### src/logic/nabp_geometry_pkg.sv
`default_nettype none

package nabp_geometry_pkg;

    // raw detector sample, unsigned
    localparam int raw_width = 12;

    // filtered sample, signed
    localparam int filtered_width = 16;

    // sample index, so a line holds at most 256 samples
    localparam int s_width = 8;

    // ramp kernel geometry
    localparam int filter_taps = 5;
    localparam int filter_half = filter_taps / 2;
    localparam int coef_width = 4;

    typedef logic [raw_width-1:0] raw_t;
    typedef logic signed [filtered_width-1:0] filtered_t;
    typedef logic [s_width-1:0] s_t;
    typedef logic signed [coef_width-1:0] coef_t;

    // symmetric, sums to zero
    localparam coef_t filter_kernel [filter_taps] = '{
        -4'sd1,
        -4'sd2,
        4'sd6,
        -4'sd2,
        -4'sd1
    };

endpackage

`default_nettype wire

### src/logic/nabp_control_pkg.sv
`default_nettype none

package nabp_control_pkg;

    // fill controller of one filtered RAM
    typedef enum logic [1:0] {
        ready_s,
        delay_s,
        fill_s
    } fill_state_e;

    // which filtered RAM is currently being filled
    typedef enum logic {
        bank_a,
        bank_b
    } bank_e;

endpackage

`default_nettype wire

### src/logic/fill_port_if.sv
`timescale 1ns/1ps
`default_nettype none

interface fill_port_if;

    logic fill_kick;
    nabp_geometry_pkg::s_t s_val;
    nabp_geometry_pkg::filtered_t val;
    logic fill_done;

    // filter side, answers an index with a filtered sample
    modport host (input fill_kick, input s_val, output val);

    // filtered RAM side, walks the index and writes val
    modport ram (input fill_kick, input val, output s_val, output fill_done);

    // swapper view of one filtered RAM
    modport router (output fill_kick, output val, input s_val, input fill_done);

endinterface

`default_nettype wire

### src/logic/processing_port_if.sv
`timescale 1ns/1ps
`default_nettype none

interface processing_port_if;

    nabp_geometry_pkg::s_t pr0_s_val;
    nabp_geometry_pkg::s_t pr1_s_val;
    nabp_geometry_pkg::filtered_t pr0_val;
    nabp_geometry_pkg::filtered_t pr1_val;

    // processing engine side
    modport reader (output pr0_s_val, output pr1_s_val, input pr0_val, input pr1_val);

    // filtered RAM side, data one clock after the address
    modport ram (input pr0_s_val, input pr1_s_val, output pr0_val, output pr1_val);

    // swapper view of one filtered RAM
    modport router (output pr0_s_val, output pr1_s_val, input pr0_val, input pr1_val);

endinterface

`default_nettype wire

### src/logic/dual_port_ram.sv
`timescale 1ns/1ps
`default_nettype none

module dual_port_ram #(
    parameter int depth = 32
)
(
    input logic clk,
    input logic we_0,
    input logic we_1,
    input nabp_geometry_pkg::s_t addr_0,
    input nabp_geometry_pkg::s_t addr_1,
    input nabp_geometry_pkg::filtered_t data_in_0,
    input nabp_geometry_pkg::filtered_t data_in_1,
    output nabp_geometry_pkg::filtered_t data_out_0,
    output nabp_geometry_pkg::filtered_t data_out_1
);

    // only the low address bits select a word
    localparam int aw = (depth > 1) ? $clog2(depth) : 1;

    nabp_geometry_pkg::filtered_t mem [0:(2**aw)-1];

    // read-before-write on both ports
    always_ff @(posedge clk)
    begin
        if (we_0)
        begin
            mem[addr_0[aw-1:0]] <= data_in_0;
        end
        if (we_1)
        begin
            mem[addr_1[aw-1:0]] <= data_in_1;
        end
        data_out_0 <= mem[addr_0[aw-1:0]];
        data_out_1 <= mem[addr_1[aw-1:0]];
    end

endmodule

`default_nettype wire

### src/logic/line_filter.sv
`timescale 1ns/1ps
`default_nettype none

module line_filter #(
    parameter int line_size = 32
)
(
    input logic clk,
    input logic reset_n,
    input logic load_en,
    input nabp_geometry_pkg::s_t load_addr,
    input nabp_geometry_pkg::raw_t load_data,
    fill_port_if.host fill
);

    localparam int taps_n = nabp_geometry_pkg::filter_taps;
    localparam nabp_geometry_pkg::s_t last_idx = nabp_geometry_pkg::s_t'(line_size - 1);

    nabp_geometry_pkg::s_t rd_idx;
    nabp_geometry_pkg::filtered_t raw_ext;
    nabp_geometry_pkg::filtered_t head;
    nabp_geometry_pkg::filtered_t taps [1:taps_n-1];
    nabp_geometry_pkg::filtered_t sum;

    // past the end we keep reading the last sample
    assign rd_idx = (fill.s_val > last_idx) ? last_idx : fill.s_val;

    // raw samples are unsigned
    assign raw_ext = nabp_geometry_pkg::filtered_t'(load_data);

    dual_port_ram #(
        .depth(line_size)
    ) raw_store (
        .clk(clk),
        .we_0(load_en),
        .we_1(1'b0),
        .addr_0(load_addr),
        .addr_1(rd_idx),
        .data_in_0(raw_ext),
        .data_in_1('0),
        .data_out_0(),
        .data_out_1(head)
    );

    // head is the newest sample, taps hold older ones
    // cleared on kick so the left edge sees zeros
    always_ff @(posedge clk)
    begin
        if (reset_n || fill.fill_kick)
        begin
            for (int i = 1; i < taps_n; i++)
            begin
                taps[i] <= '0;
            end
        end
        else
        begin
            taps[1] <= head;
            for (int i = 2; i < taps_n; i++)
            begin
                taps[i] <= taps[i-1];
            end
        end
    end

    // centre sample sits in taps[filter_half]
    always_comb
    begin
        sum = head * nabp_geometry_pkg::filtered_t'(nabp_geometry_pkg::filter_kernel[0]);
        for (int i = 1; i < taps_n; i++)
        begin
            sum = sum + taps[i]
                * nabp_geometry_pkg::filtered_t'(nabp_geometry_pkg::filter_kernel[i]);
        end
    end

    assign fill.val = sum;

endmodule

`default_nettype wire

### src/logic/filtered_ram_swappable.sv
`timescale 1ns/1ps
`default_nettype none

module filtered_ram_swappable #(
    parameter int line_size = 32
)
(
    input logic clk,
    input logic reset_n,
    fill_port_if.ram fill,
    processing_port_if.ram proc
);

    localparam nabp_geometry_pkg::s_t last_idx = nabp_geometry_pkg::s_t'(line_size - 1);
    localparam nabp_geometry_pkg::s_t delay_last =
        nabp_geometry_pkg::s_t'(nabp_geometry_pkg::filter_half);
    localparam int lead = nabp_geometry_pkg::filter_half + 1;

    nabp_control_pkg::fill_state_e state;
    nabp_control_pkg::fill_state_e next_state;
    nabp_geometry_pkg::s_t read_itr;
    nabp_geometry_pkg::s_t write_itr;
    nabp_geometry_pkg::s_t port0_addr;
    logic write_en;
    logic delay_done;

    always_ff @(posedge clk)
    begin
        if (reset_n)
            state <= nabp_control_pkg::ready_s;
        else
            state <= next_state;
    end

    // index 0 is read in the kick cycle, so the read side
    // is filter_half + 1 ahead of the write side once filling
    always_ff @(posedge clk)
    begin
        if (reset_n)
        begin
            read_itr <= '0;
            write_itr <= '0;
        end
        else
        begin
            unique case (state)
                nabp_control_pkg::ready_s:
                begin
                    write_itr <= '0;
                    read_itr <= fill.fill_kick ? nabp_geometry_pkg::s_t'(1) : '0;
                end
                nabp_control_pkg::delay_s:
                    read_itr <= read_itr + 1'b1;
                nabp_control_pkg::fill_s:
                begin
                    if (next_state == nabp_control_pkg::ready_s)
                    begin
                        read_itr <= '0;
                        write_itr <= '0;
                    end
                    else
                    begin
                        write_itr <= write_itr + 1'b1;
                        // saturate, the filter replicates the last sample
                        if (read_itr != last_idx)
                            read_itr <= read_itr + 1'b1;
                    end
                end
                default:
                    read_itr <= '0;
            endcase
        end
    end

    assign delay_done = (read_itr == delay_last);

    always_comb
    begin
        next_state = state;
        unique case (state)
            nabp_control_pkg::ready_s:
                if (fill.fill_kick)
                    next_state = nabp_control_pkg::delay_s;
            nabp_control_pkg::delay_s:
                if (delay_done)
                    next_state = nabp_control_pkg::fill_s;
            nabp_control_pkg::fill_s:
                if (write_itr == last_idx)
                    next_state = nabp_control_pkg::ready_s;
            default:
                next_state = nabp_control_pkg::ready_s;
        endcase
    end

    // pulse in the cycle of the last write
    assign fill.fill_done = (state == nabp_control_pkg::fill_s)
        && (next_state == nabp_control_pkg::ready_s);
    assign fill.s_val = read_itr;
    assign write_en = (state == nabp_control_pkg::fill_s);

    // port 0 belongs to the fill while not ready
    assign port0_addr = (state == nabp_control_pkg::ready_s) ? proc.pr0_s_val : write_itr;

    dual_port_ram #(
        .depth(line_size)
    ) filtered_store (
        .clk(clk),
        .we_0(write_en),
        .we_1(1'b0),
        .addr_0(port0_addr),
        .addr_1(proc.pr1_s_val),
        .data_in_0(fill.val),
        .data_in_1('0),
        .data_out_0(proc.pr0_val),
        .data_out_1(proc.pr1_val)
    );

    // read side leads by filter_half + 1 and stops at the line end
    a_iter_lead: assert property (@(posedge clk) disable iff (reset_n)
        state == nabp_control_pkg::fill_s
            |-> int'(read_itr) == ((int'(write_itr) + lead > int'(last_idx))
                ? int'(last_idx) : int'(write_itr) + lead))
        else $error("read iterator out of step with the write iterator");

    // a new kick must wait for the previous fill_done
    a_kick_when_ready: assert property (@(posedge clk) disable iff (reset_n)
        fill.fill_kick |-> state == nabp_control_pkg::ready_s)
        else $error("fill kick while a fill is running");

endmodule

`default_nettype wire

### src/logic/bank_swapper.sv
`timescale 1ns/1ps
`default_nettype none

module bank_swapper
(
    input logic clk,
    input logic reset_n,
    input logic swap,
    output nabp_control_pkg::bank_e fill_bank,
    fill_port_if.ram host,
    fill_port_if.router bank_a_fill,
    fill_port_if.router bank_b_fill,
    processing_port_if.ram reader,
    processing_port_if.router bank_a_proc,
    processing_port_if.router bank_b_proc
);

    nabp_control_pkg::bank_e bank_q;
    logic busy;
    logic fill_on_a;

    // a fill runs from kick to done, swaps in between are dropped
    always_ff @(posedge clk)
    begin
        if (reset_n)
        begin
            bank_q <= nabp_control_pkg::bank_a;
            busy <= 1'b0;
        end
        else
        begin
            if (host.fill_kick)
                busy <= 1'b1;
            else if (host.fill_done)
                busy <= 1'b0;
            if (swap && !busy && !host.fill_kick)
                bank_q <= (bank_q == nabp_control_pkg::bank_a)
                    ? nabp_control_pkg::bank_b : nabp_control_pkg::bank_a;
        end
    end

    assign fill_bank = bank_q;
    assign fill_on_a = (bank_q == nabp_control_pkg::bank_a);

    // fill side goes to the fill bank
    assign bank_a_fill.fill_kick = fill_on_a && host.fill_kick;
    assign bank_b_fill.fill_kick = !fill_on_a && host.fill_kick;
    assign bank_a_fill.val = host.val;
    assign bank_b_fill.val = host.val;
    assign host.s_val = fill_on_a ? bank_a_fill.s_val : bank_b_fill.s_val;
    assign host.fill_done = fill_on_a ? bank_a_fill.fill_done : bank_b_fill.fill_done;

    // processing side reads the other bank
    assign bank_a_proc.pr0_s_val = fill_on_a ? '0 : reader.pr0_s_val;
    assign bank_a_proc.pr1_s_val = fill_on_a ? '0 : reader.pr1_s_val;
    assign bank_b_proc.pr0_s_val = fill_on_a ? reader.pr0_s_val : '0;
    assign bank_b_proc.pr1_s_val = fill_on_a ? reader.pr1_s_val : '0;
    assign reader.pr0_val = fill_on_a ? bank_b_proc.pr0_val : bank_a_proc.pr0_val;
    assign reader.pr1_val = fill_on_a ? bank_b_proc.pr1_val : bank_a_proc.pr1_val;

    a_swap_when_idle: assert property (@(posedge clk) disable iff (reset_n)
        swap |-> !busy && !host.fill_kick)
        else $error("swap requested during a fill, ignored");

endmodule

`default_nettype wire

### src/logic/filtered_line_buffer.sv
`timescale 1ns/1ps
`default_nettype none

module filtered_line_buffer #(
    parameter int line_size = 32
)
(
    input logic clk,
    input logic reset_n,
    input logic load_en,
    input nabp_geometry_pkg::s_t load_addr,
    input nabp_geometry_pkg::raw_t load_data,
    input logic fill_kick,
    output logic fill_done,
    input logic swap,
    output nabp_control_pkg::bank_e fill_bank,
    input nabp_geometry_pkg::s_t pr0_s_val,
    input nabp_geometry_pkg::s_t pr1_s_val,
    output nabp_geometry_pkg::filtered_t pr0_val,
    output nabp_geometry_pkg::filtered_t pr1_val
);

    fill_port_if host_fill ();
    fill_port_if bank_a_fill ();
    fill_port_if bank_b_fill ();
    processing_port_if reader_proc ();
    processing_port_if bank_a_proc ();
    processing_port_if bank_b_proc ();

    // host pulses and processing addresses
    assign host_fill.fill_kick = fill_kick;
    assign fill_done = host_fill.fill_done;
    assign reader_proc.pr0_s_val = pr0_s_val;
    assign reader_proc.pr1_s_val = pr1_s_val;
    assign pr0_val = reader_proc.pr0_val;
    assign pr1_val = reader_proc.pr1_val;

    line_filter #(
        .line_size(line_size)
    ) u_line_filter (
        .clk(clk),
        .reset_n(reset_n),
        .load_en(load_en),
        .load_addr(load_addr),
        .load_data(load_data),
        .fill(host_fill)
    );

    bank_swapper u_bank_swapper (
        .clk(clk),
        .reset_n(reset_n),
        .swap(swap),
        .fill_bank(fill_bank),
        .host(host_fill),
        .bank_a_fill(bank_a_fill),
        .bank_b_fill(bank_b_fill),
        .reader(reader_proc),
        .bank_a_proc(bank_a_proc),
        .bank_b_proc(bank_b_proc)
    );

    filtered_ram_swappable #(
        .line_size(line_size)
    ) u_bank_a (
        .clk(clk),
        .reset_n(reset_n),
        .fill(bank_a_fill),
        .proc(bank_a_proc)
    );

    filtered_ram_swappable #(
        .line_size(line_size)
    ) u_bank_b (
        .clk(clk),
        .reset_n(reset_n),
        .fill(bank_b_fill),
        .proc(bank_b_proc)
    );

endmodule

`default_nettype wire

### config.mk
export PLATFORM = sky130hd
export DESIGN_NAME = filtered_line_buffer
export DESIGN_NICKNAME = d
export VERILOG_FILES = /design/src/logic/nabp_geometry_pkg.sv /design/src/logic/nabp_control_pkg.sv /design/src/logic/fill_port_if.sv /design/src/logic/processing_port_if.sv /design/src/logic/dual_port_ram.sv /design/src/logic/line_filter.sv /design/src/logic/filtered_ram_swappable.sv /design/src/logic/bank_swapper.sv /design/src/logic/filtered_line_buffer.sv
export SDC_FILE = /design/constraint.sdc
export NUM_CORES = 2
export LEC_CHECK = 0
export ABC_CLOCK_PERIOD_IN_PS = 7600
export BUFFER_PORTS_ARGS = -buffer_cell sky130_fd_sc_hd__buf_2
export CORE_MARGIN = 2
export CORE_UTILIZATION = 30
export CTS_CLUSTER_DIAMETER = 120
export CTS_CLUSTER_SIZE = 8
export DETAILED_ROUTE_END_ITERATION = 12
export GPL_TIMING_DRIVEN = 1
export PLACE_DENSITY = 0.54
export SYNTH_ARGS = -nofsm -noshare
export SYNTH_HDL_FRONTEND = slang
export SYNTH_SLANG_ARGS = --single-unit
### constraint.sdc
create_clock -name clk -period 7.6 [get_ports clk]
set_clock_uncertainty 0.15 [all_clocks]
set_input_delay 1.52 -clock clk [delete_from_list [all_inputs] [get_ports clk]]
set_output_delay 1.52 -clock clk [all_outputs]
set_load 0.03 [all_outputs]
==> key figures <==
STA
  • TNS Setup: 0 ns
  • Slew Limit Headroom: 14.1%
  • Hold Slack: 0.309 ns
  • Min Tclk post-route: 6.01 ns
  • Slew Viols, Final: 0
  • RSZ-0062 raised after global routing: no
  • Final setup violation count: 0
  • Final period util: between 70% and 80%
  • Worst Tran Pin Value: ~1.3 ns
  • Final Hold Fails: 0
  • Fmax: 166 MHz
  • Post-route setup slack: roughly 1.6 ns

Power
  • Pwr dens: 388 mW/mm2
  • Int Power: about 21 mW
  • Part of the power in registers: a little under half
  • Leakage: approximately 27 nW
  • Switching share of power: about a third
  • Clock Power Share: about 28%
  • Combinational fraction of design power: 25.5%
  • VDD IR-drop max: between 1 and 1.5 mV
  • Sw Pwr: 10.3 mW

Worst hold path
  • Hold Path Sink: u_line_filter.taps[0][16]$_SDFF_PP0_
  • Hold depth: 2
  • Min-delay src: u_line_filter.raw_store.data_out_1[0]$_DFF_P_
  • Min-Delay Path Class: register to register

Floorplan
  • Die Area: roughly 0.24 mm2
  • Io pins: 75
  • Die Y: between 400 and 500 um
  • Row count: approximately 180
  • Horiz. Die Dim: roughly 490 um
  • Initial Util: 30.1%
  • Core area: approximately 0.23 mm2

Layout
  • Area growth, synth to finish: 15.3%
  • Layout cell share with drive strength beyond 1: between 10% and 20%
  • Final Instance Area: slightly above 0.08 mm2
  • Multi-input gate area: approximately 0.024 mm2
  • FF+latch area: about 0.046 mm2
  • Most frequent cells in the layout: 1408 x edfxtp_1, 593 x nand2_1, 360 x mux4_2, 257 x mux2i_1, 226 x nand3_1
  • # nets final: about 5000
  • Finished Layout Cells: between 8000 and 9000
  • Most common cell after layout, fill and taps aside: edfxtp_1
  • Filler Cell Count: approximately 22000

CTS
  • Clock root buffer: clkbuf_16
  • Setup repair bufs after CTS: 0
  • Clock Path Buffers: 3
  • H-tree Lvls: 4
  • CTS Hold Bufs: 0
  • Cts repair resizes: 0
  • Num CTS Buffers: 214
  • Clock sink count: around 1600
  • TritonCTS clock tree: done
  • Clk_lat worst skew: between 0.8 and 0.9 ns
  • Clock slew seen by the registers of the worst setup and hold paths: ~0.050 ns

Yosys
  • Synth Cell Area: 0.0708 mm2
  • #FFs+latches synth: ~1600
  • Number of synthesized flops with an enable pin: about 1400
  • Yosys warning count: 0
  • Ys flop type: edfxtp_1
  • Post-synth ARST share: 0%
  • Syn nets: about 4900
  • Netlist cell types: 66
  • Register area share after synthesis: 64.3%
  • Average cell area after synthesis: around 15 um2
  • Cells after Synth: roughly 4700

Setup path
  • Flop-to-flop setup slack: 1.59 ns
  • CP arrival: 6.39 ns
  • Crit path max-delay cell type: xor2_4
  • Maximum net fanout on the critical path: 34
  • CP peak stage delay: between 0.7 and 0.8 ns
  • WP data required: roughly 8.0 ns
  • R2R depth: 16
  • CP Launch Type: register
  • Critical path class: register to register
  • Worst R2R Start: u_line_filter.taps[0][19]$_SDFF_PP0_
  • CP Capture Type: register
  • Worst r2r dst: u_bank_b.filtered_store.mem[11][12]$_DFFE_PP_
  • Critical path, cell by cell: or3_1 > or4_1 > nor4_1 > xor2_1 > fa_1 > inv_1 > fa_1 > inv_1 > fa_1 > inv_1 > ha_1 > or2_2 > a21oi_1 > a21oi_1 > xor2_4 > buf_4

Run
  • Max cap viols: 0

Route
  • DR pass1 iterations: 6
  • Detailed-route via count: roughly 44000
  • WL final: 219000 um
  • DRC Markers: 0
  • Wire length per cell: around 27 um
  • Final ANT Viol Nets: 0
  • Vias/cell: ~5.4
  • First-iteration detailed-routing DRC count: ~5000

Global routing
  • Largest net degree at the start of global routing: roughly 110
  • GRT Overall Usage: between 10% and 20%
  • Vias in the first global route: 43600
  • Routing usage on met1: 23.9%
  • Global routing usage on met2: about 29%
  • Global Route met3 Usage: between 3 and 4%
  • First-pass GRT wire length: 311000 um
  • Total gr overflow: 0
  • Initial antenna violation count: 9
  • GRT Max-Usage Layer: met2

Outcome
  • Outcome: finished, final reports clean

Place
  • Dpl hpwl: 126000 um
  • Port buffer count: 65
  • GP Congestion: slightly above 0.8
  • Placed cell count: about 7700
  • Placed inst area: between 0.07 and 0.08 mm2
  • DP Worst Slack: ~1.6 ns
[power by group through the flow]
stage / clock, mW / sequential, mW / combinational [mW]
after floorplan: 0 / 14.7 / 3.99
after global placement: 0 / 14.7 / 7.86
after detailed placement: 0 / 14.8 / 8.12
after CTS: 9.13 / 14.6 / 8.09
after global routing: 9.50 / 14.6 / 8.73
final: 8.98 / 14.6 / 8.06
[synthesized netlist by cell type, types with 9 or more instances]
cell	number	area (um2)
and3_1	109	682
fa_1	38	761
mux4_2	360	8110
mux2i_1	258	2580
a22oi_1	101	758
o21a_1	12	90.1
nor3_1	48	240
buf_2	111	556
buf_4	13	97.6
or3_1	9	56.3
o221ai_1	53	464
nand2b_1	18	113
nand4_1	23	144
inv_1	90	338
o21ai_0	81	405
nand3_1	226	1130
mux2_2	66	743
o22ai_1	178	1110
xnor2_1	31	272
dfxtp_1	162	3240
nor4_1	17	106
o211ai_1	14	105
a31oi_1	20	125
ha_1	50	626
a21oi_1	53	265
edfxtp_1	1408	42300
a311oi_1	51	447
nor2_1	187	702
buf_1	26	97.6
xor2_1	21	184
nand3b_1	11	82.6
and2_1	41	257
clkbuf_1	167	627
nor2b_1	11	68.8
nand2_1	596	2240
[worst max-delay path, delay by kind of cell, from the launching register on]
family          cells  cell delay (ns)
buf+inv             4             0.60
compound gates      2             0.42
flops               1             0.33
xor+xnor            2             0.88
fa+ha+maj           4             1.88
simple gates        4             1.40
[final cells by class]
class | instances | share of cell area [%]
Clock buffer | 346 | 7.20
Clock inverter | 16 | 0.509
Antenna cell | 4 | 0.0123
Tap cell | 3150 | 4.83
Inverter | 90 | 0.414
Sequential cell | 1570 | 55.8
Multi-Input combinational cell | 2760 | 29.8
Timing Repair Buffer | 158 | 1.41
[stage by stage]
stage,utilization [%],power (mW)
after floorplan,-,18.6
after global placement,32.1,22.6
after detailed placement,32.1,22.9
after CTS,34.7,31.8
after global routing,34.7,32.8
final,34.7,31.6
[state kept, by name (all words and copies together) (netlist names)]
signal                              flops
u_bank_a.fill.s_val                     8
u_bank_a.filtered_store.data_out_0     16
u_bank_a.filtered_store.data_out_1     16
u_bank_a.filtered_store.mem           512
u_bank_a.state                          2
u_bank_a.write_itr                      8
u_bank_b.fill.s_val                     8
u_bank_b.filtered_store.data_out_0     16
u_bank_b.filtered_store.data_out_1     16
u_bank_b.filtered_store.mem           512
u_bank_b.state                          2
u_bank_b.write_itr                      8
u_bank_swapper.busy                     1
u_bank_swapper.fill_bank                1
u_line_filter.raw_store.data_out_1     12
u_line_filter.raw_store.mem           384
u_line_filter.taps                     48
[logic make-up after synthesis]
family | after synthesis | share of synthesized area (%)
mux | 684 | 16.2
buf+inv | 413 | 2.52
simple gates | 1328 | 8.58
fa+ha+maj | 88 | 1.96
compound gates | 608 | 5.85
xor+xnor | 52 | 0.643
flops | 1570 | 64.3
[routing by layer]
metal  wire length (um)  vias up
met3              18400      372
met5                 18        -
met2             104000     2059
met4               6760        2
met1              89600    22600
li1                   -    18800
[how the worst max path moves through the flow]
stage,startpoint,to,slack (ns),depth (start not counted)
floorplan,u_line_filter.taps[0][19]$_SDFF_PP0_,u_bank_a.filtered_store.mem[0][14]$_DFFE_PP_,0.97,17
global placement,u_line_filter.taps[0][16]$_SDFF_PP0_,u_bank_b.filtered_store.mem[2][10]$_DFFE_PP_,1.64,17
detailed placement,u_line_filter.taps[0][16]$_SDFF_PP0_,u_bank_b.filtered_store.mem[0][10]$_DFFE_PP_,1.61,17
CTS,u_line_filter.taps[0][16]$_SDFF_PP0_,u_bank_b.filtered_store.mem[11][12]$_DFFE_PP_,1.54,17
global route,u_line_filter.taps[0][19]$_SDFF_PP0_,u_bank_b.filtered_store.mem[11][12]$_DFFE_PP_,1.15,16
finish,u_line_filter.taps[0][19]$_SDFF_PP0_,u_bank_b.filtered_store.mem[11][12]$_DFFE_PP_,1.59,16
Note: power is estimated with default switching activity, not from simulation.
